$ cat src/hw/rv_isa_pkg.sv
// rv32i opcode, funct3/funct7, alu operation and memory width encodings
package rv_isa_pkg;

  // major opcodes handled by the core
  typedef enum logic [6:0] {
    OPC_LUI    = 7'b0110111,
    OPC_AUIPC  = 7'b0010111,
    OPC_JAL    = 7'b1101111,
    OPC_JALR   = 7'b1100111,
    OPC_BRANCH = 7'b1100011,
    OPC_LOAD   = 7'b0000011,
    OPC_STORE  = 7'b0100011,
    OPC_OP_IMM = 7'b0010011,
    OPC_OP     = 7'b0110011,
    OPC_SYSTEM = 7'b1110011
  } opcode_e;

  // alu ops, branch compares return 1 or 0
  typedef enum logic [4:0] {
    ALU_ADD, ALU_SUB, ALU_SLL, ALU_SLT, ALU_SLTU, ALU_XOR, ALU_SRL, ALU_SRA,
    ALU_OR, ALU_AND, ALU_BEQ, ALU_BNE, ALU_BLT, ALU_BGE, ALU_BLTU, ALU_BGEU,
    ALU_PASS_B
  } alu_op_e;

  // matches funct3[1:0] of loads and stores
  typedef enum logic [1:0] {
    MEM_BYTE = 2'd0,
    MEM_HALF = 2'd1,
    MEM_WORD = 2'd2
  } mem_width_e;

  // funct3 for op / op-imm
  localparam logic [2:0] F3_ADD_SUB = 3'b000;
  localparam logic [2:0] F3_SLL     = 3'b001;
  localparam logic [2:0] F3_SLT     = 3'b010;
  localparam logic [2:0] F3_SLTU    = 3'b011;
  localparam logic [2:0] F3_XOR     = 3'b100;
  localparam logic [2:0] F3_SRL_SRA = 3'b101;
  localparam logic [2:0] F3_OR      = 3'b110;
  localparam logic [2:0] F3_AND     = 3'b111;

  // funct3 for branches
  localparam logic [2:0] F3_BEQ  = 3'b000;
  localparam logic [2:0] F3_BNE  = 3'b001;
  localparam logic [2:0] F3_BLT  = 3'b100;
  localparam logic [2:0] F3_BGE  = 3'b101;
  localparam logic [2:0] F3_BLTU = 3'b110;
  localparam logic [2:0] F3_BGEU = 3'b111;

  // funct7, alt selects sub / sra
  localparam logic [6:0] F7_BASE = 7'b0000000;
  localparam logic [6:0] F7_ALT  = 7'b0100000;

  // fixed encodings
  localparam logic [31:0] NOP_INSTR    = 32'h00000013;
  localparam logic [31:0] EBREAK_INSTR = 32'h00100073;

endpackage

$ cat src/hw/core_pkg.sv
// data width, word type and the fetch, control and retire bundles of the pipeline
package core_pkg;

  localparam int XLEN = 32;

  typedef logic [XLEN-1:0] word_t;

  // fetch to second stage
  typedef struct packed {
    logic  valid;
    word_t pc;
    word_t instr;
  } fetch_t;

  // decoded controls of one instruction
  typedef struct packed {
    rv_isa_pkg::alu_op_e    alu_op;
    // operand b from immediate
    logic                   use_imm;
    // operand a from pc
    logic                   use_pc;
    logic                   reg_we;
    logic                   mem_we;
    logic                   mem_re;
    rv_isa_pkg::mem_width_e mem_width;
    logic                   load_unsigned;
    logic                   is_branch;
    logic                   is_jal;
    logic                   is_jalr;
    logic                   is_ebreak;
    logic                   illegal;
  } ctrl_t;

  // one retired instruction as seen on the port
  typedef struct packed {
    logic       valid;
    word_t      pc;
    logic [4:0] rd;
    logic       reg_we;
    word_t      wdata;
  } retire_t;

endpackage

$ cat src/hw/decoder.sv
// rv32i decode to register indices, immediate and control bundle with illegal detection
`timescale 1ns/100ps

module decoder (
  input  core_pkg::word_t instr,
  output logic [4:0]      rd,
  output logic [4:0]      rs1,
  output logic [4:0]      rs2,
  output core_pkg::word_t imm,
  output core_pkg::ctrl_t ctrl
);
  import rv_isa_pkg::*;

  // shared by op and op-imm
  function automatic alu_op_e arith_op(input logic [2:0] f3, input logic alt);
    alu_op_e op;
    case (f3)
      F3_ADD_SUB: op = alt ? ALU_SUB : ALU_ADD;
      F3_SLL:     op = ALU_SLL;
      F3_SLT:     op = ALU_SLT;
      F3_SLTU:    op = ALU_SLTU;
      F3_XOR:     op = ALU_XOR;
      F3_SRL_SRA: op = alt ? ALU_SRA : ALU_SRL;
      F3_OR:      op = ALU_OR;
      F3_AND:     op = ALU_AND;
      default:    op = ALU_ADD;
    endcase
    return op;
  endfunction

  logic [2:0] f3;
  logic [6:0] f7;
  logic       bad;

  assign rd  = instr[11:7];
  assign rs1 = instr[19:15];
  assign rs2 = instr[24:20];
  assign f3  = instr[14:12];
  assign f7  = instr[31:25];

  always_comb begin
    bad  = 1'b0;
    imm  = {{20{instr[31]}}, instr[31:20]};
    ctrl = '0;
    ctrl.alu_op = ALU_ADD;
    // loads and stores share funct3 layout
    ctrl.mem_width = mem_width_e'(f3[1:0]);
    ctrl.load_unsigned = f3[2];
    case (instr[6:0])
      OPC_LUI: begin
        imm = {instr[31:12], 12'b0};
        ctrl.alu_op  = ALU_PASS_B;
        ctrl.use_imm = 1'b1;
        ctrl.reg_we  = 1'b1;
      end
      OPC_AUIPC: begin
        imm = {instr[31:12], 12'b0};
        ctrl.use_pc  = 1'b1;
        ctrl.use_imm = 1'b1;
        ctrl.reg_we  = 1'b1;
      end
      OPC_JAL: begin
        imm = {{11{instr[31]}}, instr[31], instr[19:12], instr[20], instr[30:21], 1'b0};
        ctrl.use_pc  = 1'b1;
        ctrl.use_imm = 1'b1;
        ctrl.reg_we  = 1'b1;
        ctrl.is_jal  = 1'b1;
      end
      OPC_JALR: begin
        bad = f3 != 3'b000;
        ctrl.use_imm = 1'b1;
        ctrl.reg_we  = 1'b1;
        ctrl.is_jalr = 1'b1;
      end
      OPC_BRANCH: begin
        imm = {{19{instr[31]}}, instr[31], instr[7], instr[30:25], instr[11:8], 1'b0};
        ctrl.is_branch = 1'b1;
        case (f3)
          F3_BEQ:  ctrl.alu_op = ALU_BEQ;
          F3_BNE:  ctrl.alu_op = ALU_BNE;
          F3_BLT:  ctrl.alu_op = ALU_BLT;
          F3_BGE:  ctrl.alu_op = ALU_BGE;
          F3_BLTU: ctrl.alu_op = ALU_BLTU;
          F3_BGEU: ctrl.alu_op = ALU_BGEU;
          default: bad = 1'b1;
        endcase
      end
      OPC_LOAD: begin
        // lb lh lw lbu lhu only
        bad = (f3[1:0] == 2'b11) || (f3 == 3'b110);
        ctrl.use_imm = 1'b1;
        ctrl.reg_we  = 1'b1;
        ctrl.mem_re  = 1'b1;
      end
      OPC_STORE: begin
        imm = {{20{instr[31]}}, instr[31:25], instr[11:7]};
        bad = f3[2] || (f3[1:0] == 2'b11);
        ctrl.use_imm = 1'b1;
        ctrl.mem_we  = 1'b1;
      end
      OPC_OP_IMM: begin
        // shifts keep funct7 in the immediate field
        if (f3 == F3_SLL) begin
          bad = f7 != F7_BASE;
        end else if (f3 == F3_SRL_SRA) begin
          bad = (f7 != F7_BASE) && (f7 != F7_ALT);
        end
        ctrl.alu_op  = arith_op(f3, (f3 == F3_SRL_SRA) && instr[30]);
        ctrl.use_imm = 1'b1;
        ctrl.reg_we  = 1'b1;
      end
      OPC_OP: begin
        // alt funct7 only for sub and sra
        if (f7 == F7_ALT) begin
          bad = (f3 != F3_ADD_SUB) && (f3 != F3_SRL_SRA);
        end else begin
          bad = f7 != F7_BASE;
        end
        ctrl.alu_op = arith_op(f3, f7 == F7_ALT);
        ctrl.reg_we = 1'b1;
      end
      OPC_SYSTEM: begin
        // ecall and csr ops are not supported
        bad = instr != EBREAK_INSTR;
        ctrl.is_ebreak = 1'b1;
      end
      default: bad = 1'b1;
    endcase
    if (bad) begin
      ctrl = '0;
      ctrl.illegal = 1'b1;
    end
  end

endmodule

$ cat config.mk
export PLATFORM = sky130hd
export DESIGN_NAME = decoder
export DESIGN_NICKNAME = d
export VERILOG_FILES = /design/src/hw/rv_isa_pkg.sv /design/src/hw/core_pkg.sv /design/src/hw/decoder.sv
export SDC_FILE = /design/constraint.sdc
export NUM_CORES = 1
export LEC_CHECK = 0
export BUFFER_PORTS_ARGS = -buffer_cell sky130_fd_sc_hd__buf_2
export CAP_MARGIN = 20
export CORE_UTILIZATION = 24
export DETAILED_ROUTE_END_ITERATION = 12
export PLACE_DENSITY_LB_ADDON = 0.15
export SKIP_LAST_GASP = 1
export SYNTH_ARGS = -nofsm -noshare
export SYNTH_HDL_FRONTEND = slang
export SYNTH_SLANG_ARGS = --single-unit
$ cat constraint.sdc
create_clock -name vclk -period 4.6
set_input_delay 0.23 -clock vclk [all_inputs]
set_output_delay 0.23 -clock vclk [all_outputs]
set_load 0.005 [all_outputs]
==> summary.txt <==
Placement
  • DP Wirelength: 3450 µm
  • Post-placement cell count: 322
  • DP Worst Slack: 2.14 ns
  • GPL Wtd Cong: 0.824
  • I/O Buffers: 97

Cells and area
  • Non-filler instance count after layout: about 320
  • Sequential cell area: 0 µm²
  • Ant diodes: 0
  • Fraction of layout cells with a size suffix above 1: ~47%
  • Area Overhead vs Synth: 31.9%
  • FILL cells: 566
  • FF+latch count: 0
  • Clock buffer cells: 0
  • Final Net Count: 293

Setup path
  • WS Path Type: primary input to output pin
  • CP Data Arrival Time: 2.20 ns
  • Critical Path RT: 4.37 ns
  • Crit. End Element: output pin
  • Startpoint types: primary input
  • Max FO, Critical Path: 15

STA
  • Final worst setup slack: 2.17 ns
  • Rel. slew slack: 45.1%
  • Setup TNS: 0 ns
  • Pins over their slew limit: 0
  • Achievable Freq: 412 MHz
  • Tightest Pin Transition: 0.824 ns
  • RSZ-0062 raised after global routing: false
  • Final hold vios: 0
  • Hold slack: 0.658 ns
  • Final min period: 2.43 ns
  • Setup-failing EPs final: 0
  • Final Cycle Share: 52.8%

Synth
  • Mean Syn Cell Area: 6.45 µm²
  • Synth warnings: 0
  • Seq/Total Area, Yosys: 0%
  • Mapped Cells: between 150 and 200
  • Post-synthesis instance area: 0.00119 mm²
  • Post-Syn Nets: around 220
  • Post-synthesis cell type count: 51

Clocking
  • Hold buffers post-CTS: 0
  • Post-CTS Setup Inserts: 0
  • Post-cts resize count: 0

Route
  • # DRC: 0
  • Drt first pass iters: 4
  • Antenna Nets Post-Route: 0
  • Vias post-DR: 1573
  • WL final: 4250 µm
  • Initial drt markers: 55
  • Avg WL per Cell: 13.2 µm
  • Vias per cell: 4.89

Global routing
  • Tot GR Track Use: 15.2%
  • First-pass GRT wire length: around 6500 µm
  • Initial antenna violation count: 0
  • Gr busiest metal: met2
  • Met3 Track Usage GR: 0.694%
  • M2 GR Usage: 27.2%
  • Vias in the first global route: 1350
  • Largest net degree at the start of global routing: 16
  • GR Util met1: 21.2%
  • Total gr overflow: 0

Run status
  • Outcome: complete, no violations

Floorplanning
  • I/O Pins: 97
  • Initial Util: ~25%
  • Vert. Die Dim: 72.5 µm
  • Die span in x: 72.5 µm
  • Core Area: around 0.0048 mm²
  • Std-Cell Rows: 25
  • Die area: 0.00525 mm²

Power
  • Cell Pwr Density: 65.9 mW/mm²
  • VDD IR-drop max: 0.0000170 V
  • Pwr Total: 0.104 mW
  • Lkg Pwr: 0.790 nW

Worst hold path
  • HP Class: primary input to output pin

Job
  • Max_cap viols: 0
-- cell usage in the layout, fill, tap and decap left out, types with 3 or more instances in the layout --
master    synthesis  layout
a21o_1            8       8
a21oi_1           4       4
a31oi_1           3       3
and2_1            6       6
buf_2             4      97
ha_1              4       4
inv_1             4       4
nand2_1          41      41
nand2b_1          5       5
nand3_1           4       4
nor2_1            9       9
nor3_1            6       6
nor3_2           10      10
nor4_1            7       7
o21ai_0           7       7
-- final cells by class --
cell class	instances	area, µm²	area share, %
Inverter	4	15.0	0.955
Multi-Input combinational cell	154	988	62.8
Tap cell	67	83.8	5.33
Timing Repair Buffer	97	485	30.9
-- logic make-up (layout without fill, tap and decap cells) --
logic type	count (synthesis)	count (layout)	share of synthesized area [%]
and+or+nand+nor	113	113	55.8
AOI/OAI and AO/OA	36	36	22.1
buffers and inverters	31	101	17.1
adders and majority gates	4	4	4.20
xor gates and xnor gates	1	1	0.735
-- metal layers --
metal	vias to the layer above	part of all wire, %	wire length (µm)
met5	-	0	0
met2	85	46	1970
met3	0	7.4	316
li1	791	-	-
met4	0	0	0
met1	697	46	1960
-- worst max-delay path: stages --
cell and delay [ns]:
buf_2 0.12, and3b_4 0.22, nand3_1 0.43, nand2_1 0.41, nor2_1 0.54, a21o_1 0.14, buf_2 0.10
-- synthesized netlist by cell type (all sizes together) (2+ instances only) --
cell type | instances | area share, %
buf | 25 | 15
a21o | 8 | 5.0
o21ai | 9 | 4.4
nand2b | 6 | 3.8
nand3 | 4 | 1.7
or2 | 3 | 1.6
nor2 | 10 | 3.4
o21a | 2 | 1.3
nand4b | 2 | 1.5
nor3b | 2 | 1.3
and2 | 6 | 3.1
clkbuf | 2 | 0.63
ha | 4 | 4.2
or3 | 3 | 2.0
nor4 | 8 | 4.7
nand2 | 41 | 13
nand3b | 3 | 2.9
inv | 4 | 1.3
nor4b | 2 | 1.5
a31oi | 4 | 2.6
and3 | 2 | 1.2
nor3 | 16 | 11
a21oi | 4 | 1.7
-- stage by stage --
stage          cell area [µm²]  utilization, %
6_report                  1570            33.1
5_1_grt                   1570            33.1
4_1_cts                   1570            33.1
3_5_place_dp              1570            33.1
3_3_place_gp              1570            33.1
2_1_floorplan             1190               -
-- report_power, final --
part / internal, mW / switching [mW]
combinational: 0.0451 / 0.0586
sequential: 0 / 0
clock: 0 / 0
total: 0.0451 / 0.0586
-- worst paths after layout --
check	cells past startpoint	start	end
worst max-delay path	7	instr[3]	imm[16]
worst min-delay path	2	instr[8]	rd[1]
Power figures use the tool's default switching activity.
