===== src/hw/rv_isa_pkg.sv =====
// rv32i opcode, funct3/funct7, alu operation and memory width encodings
package rv_isa_pkg;

  // major opcodes handled by the core
  typedef enum logic [6:0] {
    OPC_LUI    = 7'b0110111,
    OPC_AUIPC  = 7'b0010111,
    OPC_JAL    = 7'b1101111,
    OPC_JALR   = 7'b1100111,
    OPC_BRANCH = 7'b1100011,
    OPC_LOAD   = 7'b0000011,
    OPC_STORE  = 7'b0100011,
    OPC_OP_IMM = 7'b0010011,
    OPC_OP     = 7'b0110011,
    OPC_SYSTEM = 7'b1110011
  } opcode_e;

  // alu ops, branch compares return 1 or 0
  typedef enum logic [4:0] {
    ALU_ADD, ALU_SUB, ALU_SLL, ALU_SLT, ALU_SLTU, ALU_XOR, ALU_SRL, ALU_SRA,
    ALU_OR, ALU_AND, ALU_BEQ, ALU_BNE, ALU_BLT, ALU_BGE, ALU_BLTU, ALU_BGEU,
    ALU_PASS_B
  } alu_op_e;

  // matches funct3[1:0] of loads and stores
  typedef enum logic [1:0] {
    MEM_BYTE = 2'd0,
    MEM_HALF = 2'd1,
    MEM_WORD = 2'd2
  } mem_width_e;

  // funct3 for op / op-imm
  localparam logic [2:0] F3_ADD_SUB = 3'b000;
  localparam logic [2:0] F3_SLL     = 3'b001;
  localparam logic [2:0] F3_SLT     = 3'b010;
  localparam logic [2:0] F3_SLTU    = 3'b011;
  localparam logic [2:0] F3_XOR     = 3'b100;
  localparam logic [2:0] F3_SRL_SRA = 3'b101;
  localparam logic [2:0] F3_OR      = 3'b110;
  localparam logic [2:0] F3_AND     = 3'b111;

  // funct3 for branches
  localparam logic [2:0] F3_BEQ  = 3'b000;
  localparam logic [2:0] F3_BNE  = 3'b001;
  localparam logic [2:0] F3_BLT  = 3'b100;
  localparam logic [2:0] F3_BGE  = 3'b101;
  localparam logic [2:0] F3_BLTU = 3'b110;
  localparam logic [2:0] F3_BGEU = 3'b111;

  // funct7, alt selects sub / sra
  localparam logic [6:0] F7_BASE = 7'b0000000;
  localparam logic [6:0] F7_ALT  = 7'b0100000;

  // fixed encodings
  localparam logic [31:0] NOP_INSTR    = 32'h00000013;
  localparam logic [31:0] EBREAK_INSTR = 32'h00100073;

endpackage


===== src/hw/core_pkg.sv =====
// data width, word type and the fetch, control and retire bundles of the pipeline
package core_pkg;

  localparam int XLEN = 32;

  typedef logic [XLEN-1:0] word_t;

  // fetch to second stage
  typedef struct packed {
    logic  valid;
    word_t pc;
    word_t instr;
  } fetch_t;

  // decoded controls of one instruction
  typedef struct packed {
    rv_isa_pkg::alu_op_e    alu_op;
    // operand b from immediate
    logic                   use_imm;
    // operand a from pc
    logic                   use_pc;
    logic                   reg_we;
    logic                   mem_we;
    logic                   mem_re;
    rv_isa_pkg::mem_width_e mem_width;
    logic                   load_unsigned;
    logic                   is_branch;
    logic                   is_jal;
    logic                   is_jalr;
    logic                   is_ebreak;
    logic                   illegal;
  } ctrl_t;

  // one retired instruction as seen on the port
  typedef struct packed {
    logic       valid;
    word_t      pc;
    logic [4:0] rd;
    logic       reg_we;
    word_t      wdata;
  } retire_t;

endpackage


===== src/hw/alu.sv =====
// arithmetic, logic, shift, compare and branch-condition results
`timescale 1ns/100ps

module alu (
  input  core_pkg::word_t     a,
  input  core_pkg::word_t     b,
  input  rv_isa_pkg::alu_op_e op,
  output core_pkg::word_t     result
);
  import rv_isa_pkg::*;

  logic [4:0] shamt;
  logic       lt_s;
  logic       lt_u;
  logic       eq;

  assign shamt = b[4:0];
  assign lt_s  = $signed(a) < $signed(b);
  assign lt_u  = a < b;
  assign eq    = a == b;

  always_comb begin
    case (op)
      ALU_ADD:    result = a + b;
      ALU_SUB:    result = a - b;
      ALU_SLL:    result = a << shamt;
      ALU_SLT:    result = {31'b0, lt_s};
      ALU_SLTU:   result = {31'b0, lt_u};
      ALU_XOR:    result = a ^ b;
      ALU_SRL:    result = a >> shamt;
      ALU_SRA:    result = $signed(a) >>> shamt;
      ALU_OR:     result = a | b;
      ALU_AND:    result = a & b;
      // branch conditions
      ALU_BEQ:    result = {31'b0, eq};
      ALU_BNE:    result = {31'b0, !eq};
      ALU_BLT:    result = {31'b0, lt_s};
      ALU_BGE:    result = {31'b0, !lt_s};
      ALU_BLTU:   result = {31'b0, lt_u};
      ALU_BGEU:   result = {31'b0, !lt_u};
      // lui
      ALU_PASS_B: result = b;
      default:    result = '0;
    endcase
  end

endmodule


===== config.mk =====
export PLATFORM = sky130hd
export DESIGN_NAME = alu
export DESIGN_NICKNAME = d
export VERILOG_FILES = /design/src/hw/rv_isa_pkg.sv /design/src/hw/core_pkg.sv /design/src/hw/alu.sv
export SDC_FILE = /design/constraint.sdc
export NUM_CORES = 1
export LEC_CHECK = 0
export BUFFER_PORTS_ARGS = -buffer_cell sky130_fd_sc_hd__buf_2
export CORE_UTILIZATION = 34
export DETAILED_ROUTE_END_ITERATION = 12
export SETUP_SLACK_MARGIN = 0.2
export SLEW_MARGIN = 20
export SYNTH_ARGS = -nofsm -noshare
export SYNTH_HDL_FRONTEND = slang
export SYNTH_SLANG_ARGS = --single-unit

===== constraint.sdc =====
create_clock -name vclk -period 3.9
set_input_delay 0.585 -clock vclk [all_inputs]
set_output_delay 0.585 -clock vclk [all_outputs]
set_load 0.01 [all_outputs]

==> results.yml, run 1 <==
synth:
  synthMuxAreaShare_pct: 15.8
  synth_area_leaders: "ha_1 15%, a21oi_1 7.3%, mux2i_1 7.3%"
  synthXorXnorAreaFrac_pct: 2.41
  synth_top_family_by_area: "compound AO/OA/AOI/OAI gates"
  synth_largest_area_cell: "ha_1"
  syn_area_per_cell_um2: 6.72
  synthAdderAreaFrac_pct: 15.7
  synth_nets: 1533
  syn_inst: 1351
  ys_warn_count: 0
  yosys.area_share.simple_pct: 21.0
  synth.yosys.seq_area_share_pct: 0
  synth.top_cell.area_share_pct: 15.3
  synth_compound_area_share_pct: 35.6
  yosysUniqueCellTypes: 88
  synthesis.area_um2: 9080
grt:
  grt_pass1_vias: 11712
  antenna_found_initial: 0
  grt_pass1_wl_mm: 72.0
  grt_usage_pct: 35.4
  grt_max_degree: 63
  grt_remaining_overflow: 0
power:
  ir_worst_vdd_mv: 0.0693
  power_frac_clock_pct: 0
  p_leak_nw: 5.67
  p_sw_share_pct: 56.9
  power_frac_comb_pct: 100.0
  p_int_w: 0.000854
  powerDensity_nw_per_um2: 155
  power.switching_w: 0.00113
  seq_power_share_pct: 0
timing:
  slew_headroom_pct: 51.3
  setup_slack_ns: 0.0334
  holdWs_ns: 1.55
  slew_violations: 0
  setup_viol: 0
  fmax_ghz: 0.259
  finalHoldViolCount: 0
  finalCritPeriodShare_pct: 99.1
  fin_crit_ns: 3.87
  worst_pin_slew_ns: 0.731
  finalSetupTns_ns: 0
  rsz0062_at_grt: "yes"
final_layout:
  finalNetCount: 1823
  seq_cell_count: 0
  final_cell_mix: "256 x buf_4, 162 x nor2_1, 117 x a21oi_1, 111 x nand2_1, 97 x o21ai_0"
  nClkBuffers: 0
  final_layout_size_suffix_gt1_share_pct: 36.5
  regArea_um2: 0
  diodes: 0
  area_growth_syn_to_layout_pct: 41.3
  final_cells: 1974
  final_common_cell: "buf_4"
floorplan:
  dieArea_um2: 27400
  core_area_um2: 26100
  num_rows: 59
  start_util_pct: 34.7
  io_pins: 101
  die_h_um: 165
  dieWidth_um: 165
place:
  gp_congestion: 1.03
  portBuffers: 101
  dp_cells: 1938
  hpwlAfterDp_mm: 39.4
  pre_cts_slack_ns: -0.157
setup_path:
  cp_max_fo: 4
  worstSetupStartpoint: "b[1]"
  cp-start-kind: "input pin"
  crit_path_end_kind: "primary output"
  cp.arrival_ns: 3.28
  worstSetupPathType: "in2out"
  worstPathRequired_ns: 3.31
detailed_routing:
  drcViolationCount: 4
  drt-initial-drc-count: 1581
  num_vias: 12496
  wirelength_mm: 50.4
  firstDrtPassIters: 10
  wl_per_cell_um: 25.5
  ant_nets: 0
  via_per_inst: 6.33
job:
  max_cap_violations: 0
hold_path:
  hold_class: "in2out"
  min_from: "b[23]"
outcome:
  status: "finished with violations"
  failed_checks: "design-rule violations"
-- kinds of logic (layout without fill, tap and decap cells) --
group | Yosys count | in the layout
buffers and inverters | 203 | 491
multiplexers | 106 | 106
AO/OA/AOI/OAI | 489 | 489
AND/OR/NAND/NOR | 415 | 415
adder cells (fa/ha/maj) | 113 | 113
XOR/XNOR | 25 | 25
-- metrics by stage --
step	total power, W	instance area, µm²	utilization, %
after floorplan	0.000948	9160	-
after global placement	0.00169	11600	44.4
after detailed placement	0.00169	11600	44.4
after CTS	0.00180	12200	46.7
after global routing	0.00209	12800	49.1
final	0.00198	12800	49.1
-- per-layer routing --
metal	track usage (%)	share of wire (%)	vias up
li1	-	-	5577
met1	48.4	41	5997
met2	53.7	43	786
met3	8.64	12	136
met4	12.1	4.3	0
met5	0	0	-
-- power by group through the flow --
stage	clock (W)	combinational (W)	sequential [W]
after global routing	0	0.00209	0
after floorplan	0	0.000948	0
final	0	0.00198	0
after detailed placement	0	0.00169	0
after global placement	0	0.00169	0
after CTS	0	0.00180	0
-- cell usage after synthesis (16+ instances only) --
library cell  count
nor2_1          168
mux4_2           29
xnor2_1          22
a21oi_1         132
buf_2            20
nor3_1           34
a31oi_1          18
inv_1            94
a22oi_1          18
a221oi_1         19
nand3_1          17
o211ai_1         30
clkbuf_1         53
nand2_1         113
mux2i_1          66
o21ai_0         113
ha_1            111
o31ai_1          16
-- layout make-up --
type               count  area (µm²)
well taps            335         419
multi-input cells   1148        8930
fillers             2704       13300
inverters            100         385
repair buffers       391        3080
-- path summary, 6_finish.rpt --
kind,to,cells past startpoint
min,result[23],4
max,result[0],15
-- timing repair --
item / CTS / global route
gates cloned: 0 / 4
buffers inserted: 17 / 15
resized for setup: 95 / 119
pin swaps: 34 / 59
setup endpoints to repair: 20 / 26
hold buffers: 0 / 0
-- worst max-delay path, cell delays in order --
cell,delay (ns)
buf_8,0.08
clkinvlp_4,0.12
buf_6,0.15
fa_2,0.37
nor2b_4,0.15
o21ai_4,0.19
a221o_1,0.21
or4_1,0.12
a31oi_1,0.09
buf_4,0.16
a2111o_1,0.44
o21bai_1,0.21
nand4_1,0.10
nand4_1,0.11
buf_2,0.18
(Power assumes the default switching activity.)
==> run 2: changes to the inputs <==
BUFFER_PORTS_ARGS = -buffer_cell sky130_fd_sc_hd__clkbuf_2   (was -buffer_cell sky130_fd_sc_hd__buf_2)
CORE_ASPECT_RATIO = 0.9   (was default)
==> run 2 against run 1 <==
The run now ends clean. Critical path type unchanged. Non-clock buffer count decreased by 53. Cell count decreased by 2.0%. Utilization decreased by 2.2 points. Die area about the same. Hold slack got worse by 0.0056 ns. Highest routed layer unchanged.
==> results.yml, run 2 (synthesis results as in run 1) <==
setup_path:
  cp_max_fo: 3
  worstSetupPathType: "in2out"
  crit_family: "compound AO/OA/AOI/OAI gates"
  slowest_delay_ns: 0.37
  worstSetupStartpoint: "b[1]"
  crit_path_end_kind: "primary output"
  path_cells: "buf_8, clkinvlp_4, buf_6, fa_2, nor2b_4, o21ai_4, a211oi_4, nor4_4, buf_4, nor2_1, a31o_1, a221oi_2, xnor2_1, a211o_1, clkbuf_2"
  worstPathRequired_ns: 3.31
  crit_buf_inv: 5
  slowest_stage: "fa_2"
  cp.arrival_ns: 3.26
  cp-start-kind: "input pin"
timing:
  rsz0062_at_grt: "yes"
  slew_headroom_pct: 54.3
  finalSetupTns_ns: 0
  finalHoldViolCount: 0
  finalCritPeriodShare_pct: 98.7
  setup_viol: 0
  slew_violations: 0
  fmax_ghz: 0.260
  fin_crit_ns: 3.85
  holdWs_ns: 1.54
  worst_pin_slew_ns: 0.686
final_layout:
  seq_cell_count: 0
  finalNetCount: 1770
  multiInputGateArea_um2: 8960
  final_common_cell: "buf_4"
  fin_util_pct: 46.9
  area_growth_syn_to_layout_pct: 35.0
  nClkBuffers: 0
  regArea_um2: 0
  final_layout_size_suffix_gt1_share_pct: 33.2
  final_cell_mix: "223 x buf_4, 164 x nor2_1, 115 x a21oi_1, 112 x nand2_1, 99 x o21ai_0"
  final_cells: 1934
  diodes: 0
  nFillCells: 2684
hold_path:
  hold_class: "in2out"
  min_from: "b[23]"
floorplan:
  dieWidth_um: 174
  die_h_um: 157
  dieArea_um2: 27400
  io_pins: 101
  start_util_pct: 34.7
  num_rows: 56
  core_area_um2: 26100
grt:
  grt_usage_pct: 34.3
  grt_max_degree: 64
  antenna_found_initial: 1
  grt_pass1_wl_mm: 71.4
  grt_remaining_overflow: 0
  grt_pass1_vias: 11327
clocking:
  cts_hold_buf: 0
power:
  power.switching_w: 0.00110
  p_sw_share_pct: 59.0
  p_leak_nw: 5.38
  p_int_w: 0.000765
  seq_power_share_pct: 0
  powerDensity_nw_per_um2: 152
  power_frac_clock_pct: 0
  power_frac_comb_pct: 100.0
  ir_worst_vdd_mv: 0.0749
detailed_routing:
  wirelength_mm: 48.8
  drcViolationCount: 0
  num_vias: 12112
  ant_nets: 0
  via_per_inst: 6.26
  drt-initial-drc-count: 1523
  wl_per_cell_um: 25.2
  firstDrtPassIters: 6
place:
  gp_congestion: 1.06
  portBuffers: 101
  hpwlAfterDp_mm: 39.1
  dp_cells: 1917
outcome:
  status: "finished, final reports clean"
job:
  max_cap_violations: 0
[run 2: changes by cell type in the layout (fill, tap and decap cells not counted), moves of 4 or more]
cell / change
buf_2: -77
ha_2: -4
buf_4: -33
inv_1: +11
buf_6: -19
ha_1: +5
clkbuf_2: +81
inv_2: -12
buf_12: -7
[run 2: path summary, 6_finish.rpt]
path / to / slack [ns] / cells past startpoint
worst max-delay path: result[30] / 0.05 / 15
worst min-delay path: result[23] / 1.54 / 4
[run 2: final cells by class]
cell class                      instances  share of cell area (%)
Multi-Input combinational cell       1148                    73.2
Inverter                              100                    3.16
Tap cell                              348                    3.55
Timing Repair Buffer                  338                    20.1
[run 2: metrics by stage]
step	area [µm²]	worst slack (ns)	total power, W
3_5_place_dp	11300	-0.218	0.00163
4_1_cts	11900	0.0819	0.00173
2_1_floorplan	9160	0.149	0.000948
6_report	12300	0.0526	0.00186
5_1_grt	12300	-0.00310	0.00197
3_3_place_gp	11300	-0.266	0.00164
[run 2: layer usage]
metal / share of wire (%) / wire, µm / track usage (%) / vias up
met5: 0 / 0 / 0 / -
met4: 3.5 / 1700 / 9.98 / 0
met3: 11 / 5370 / 6.33 / 102
met2: 42 / 20700 / 51.8 / 730
met1: 43 / 21100 / 49.0 / 5824
li1: - / - / - / 5456
[run 2: repair_timing]
| item | CTS | global route |
|---|---|---|
| gates resized for setup | 99 | 99 |
| buffers inserted | 11 | 6 |
| pin swaps | 34 | 53 |
| endpoints found under the hold margin | 0 | 0 |
| setup endpoints to repair | 27 | 28 |
| gates cloned | 0 | 0 |
[run 2: power groups by stage]
stage	clock (W)	sequential (W)	combinational, W
2_1_floorplan	0	0	0.000948
3_3_place_gp	0	0	0.00164
3_5_place_dp	0	0	0.00163
4_1_cts	0	0	0.00173
5_1_grt	0	0	0.00197
6_report	0	0	0.00186
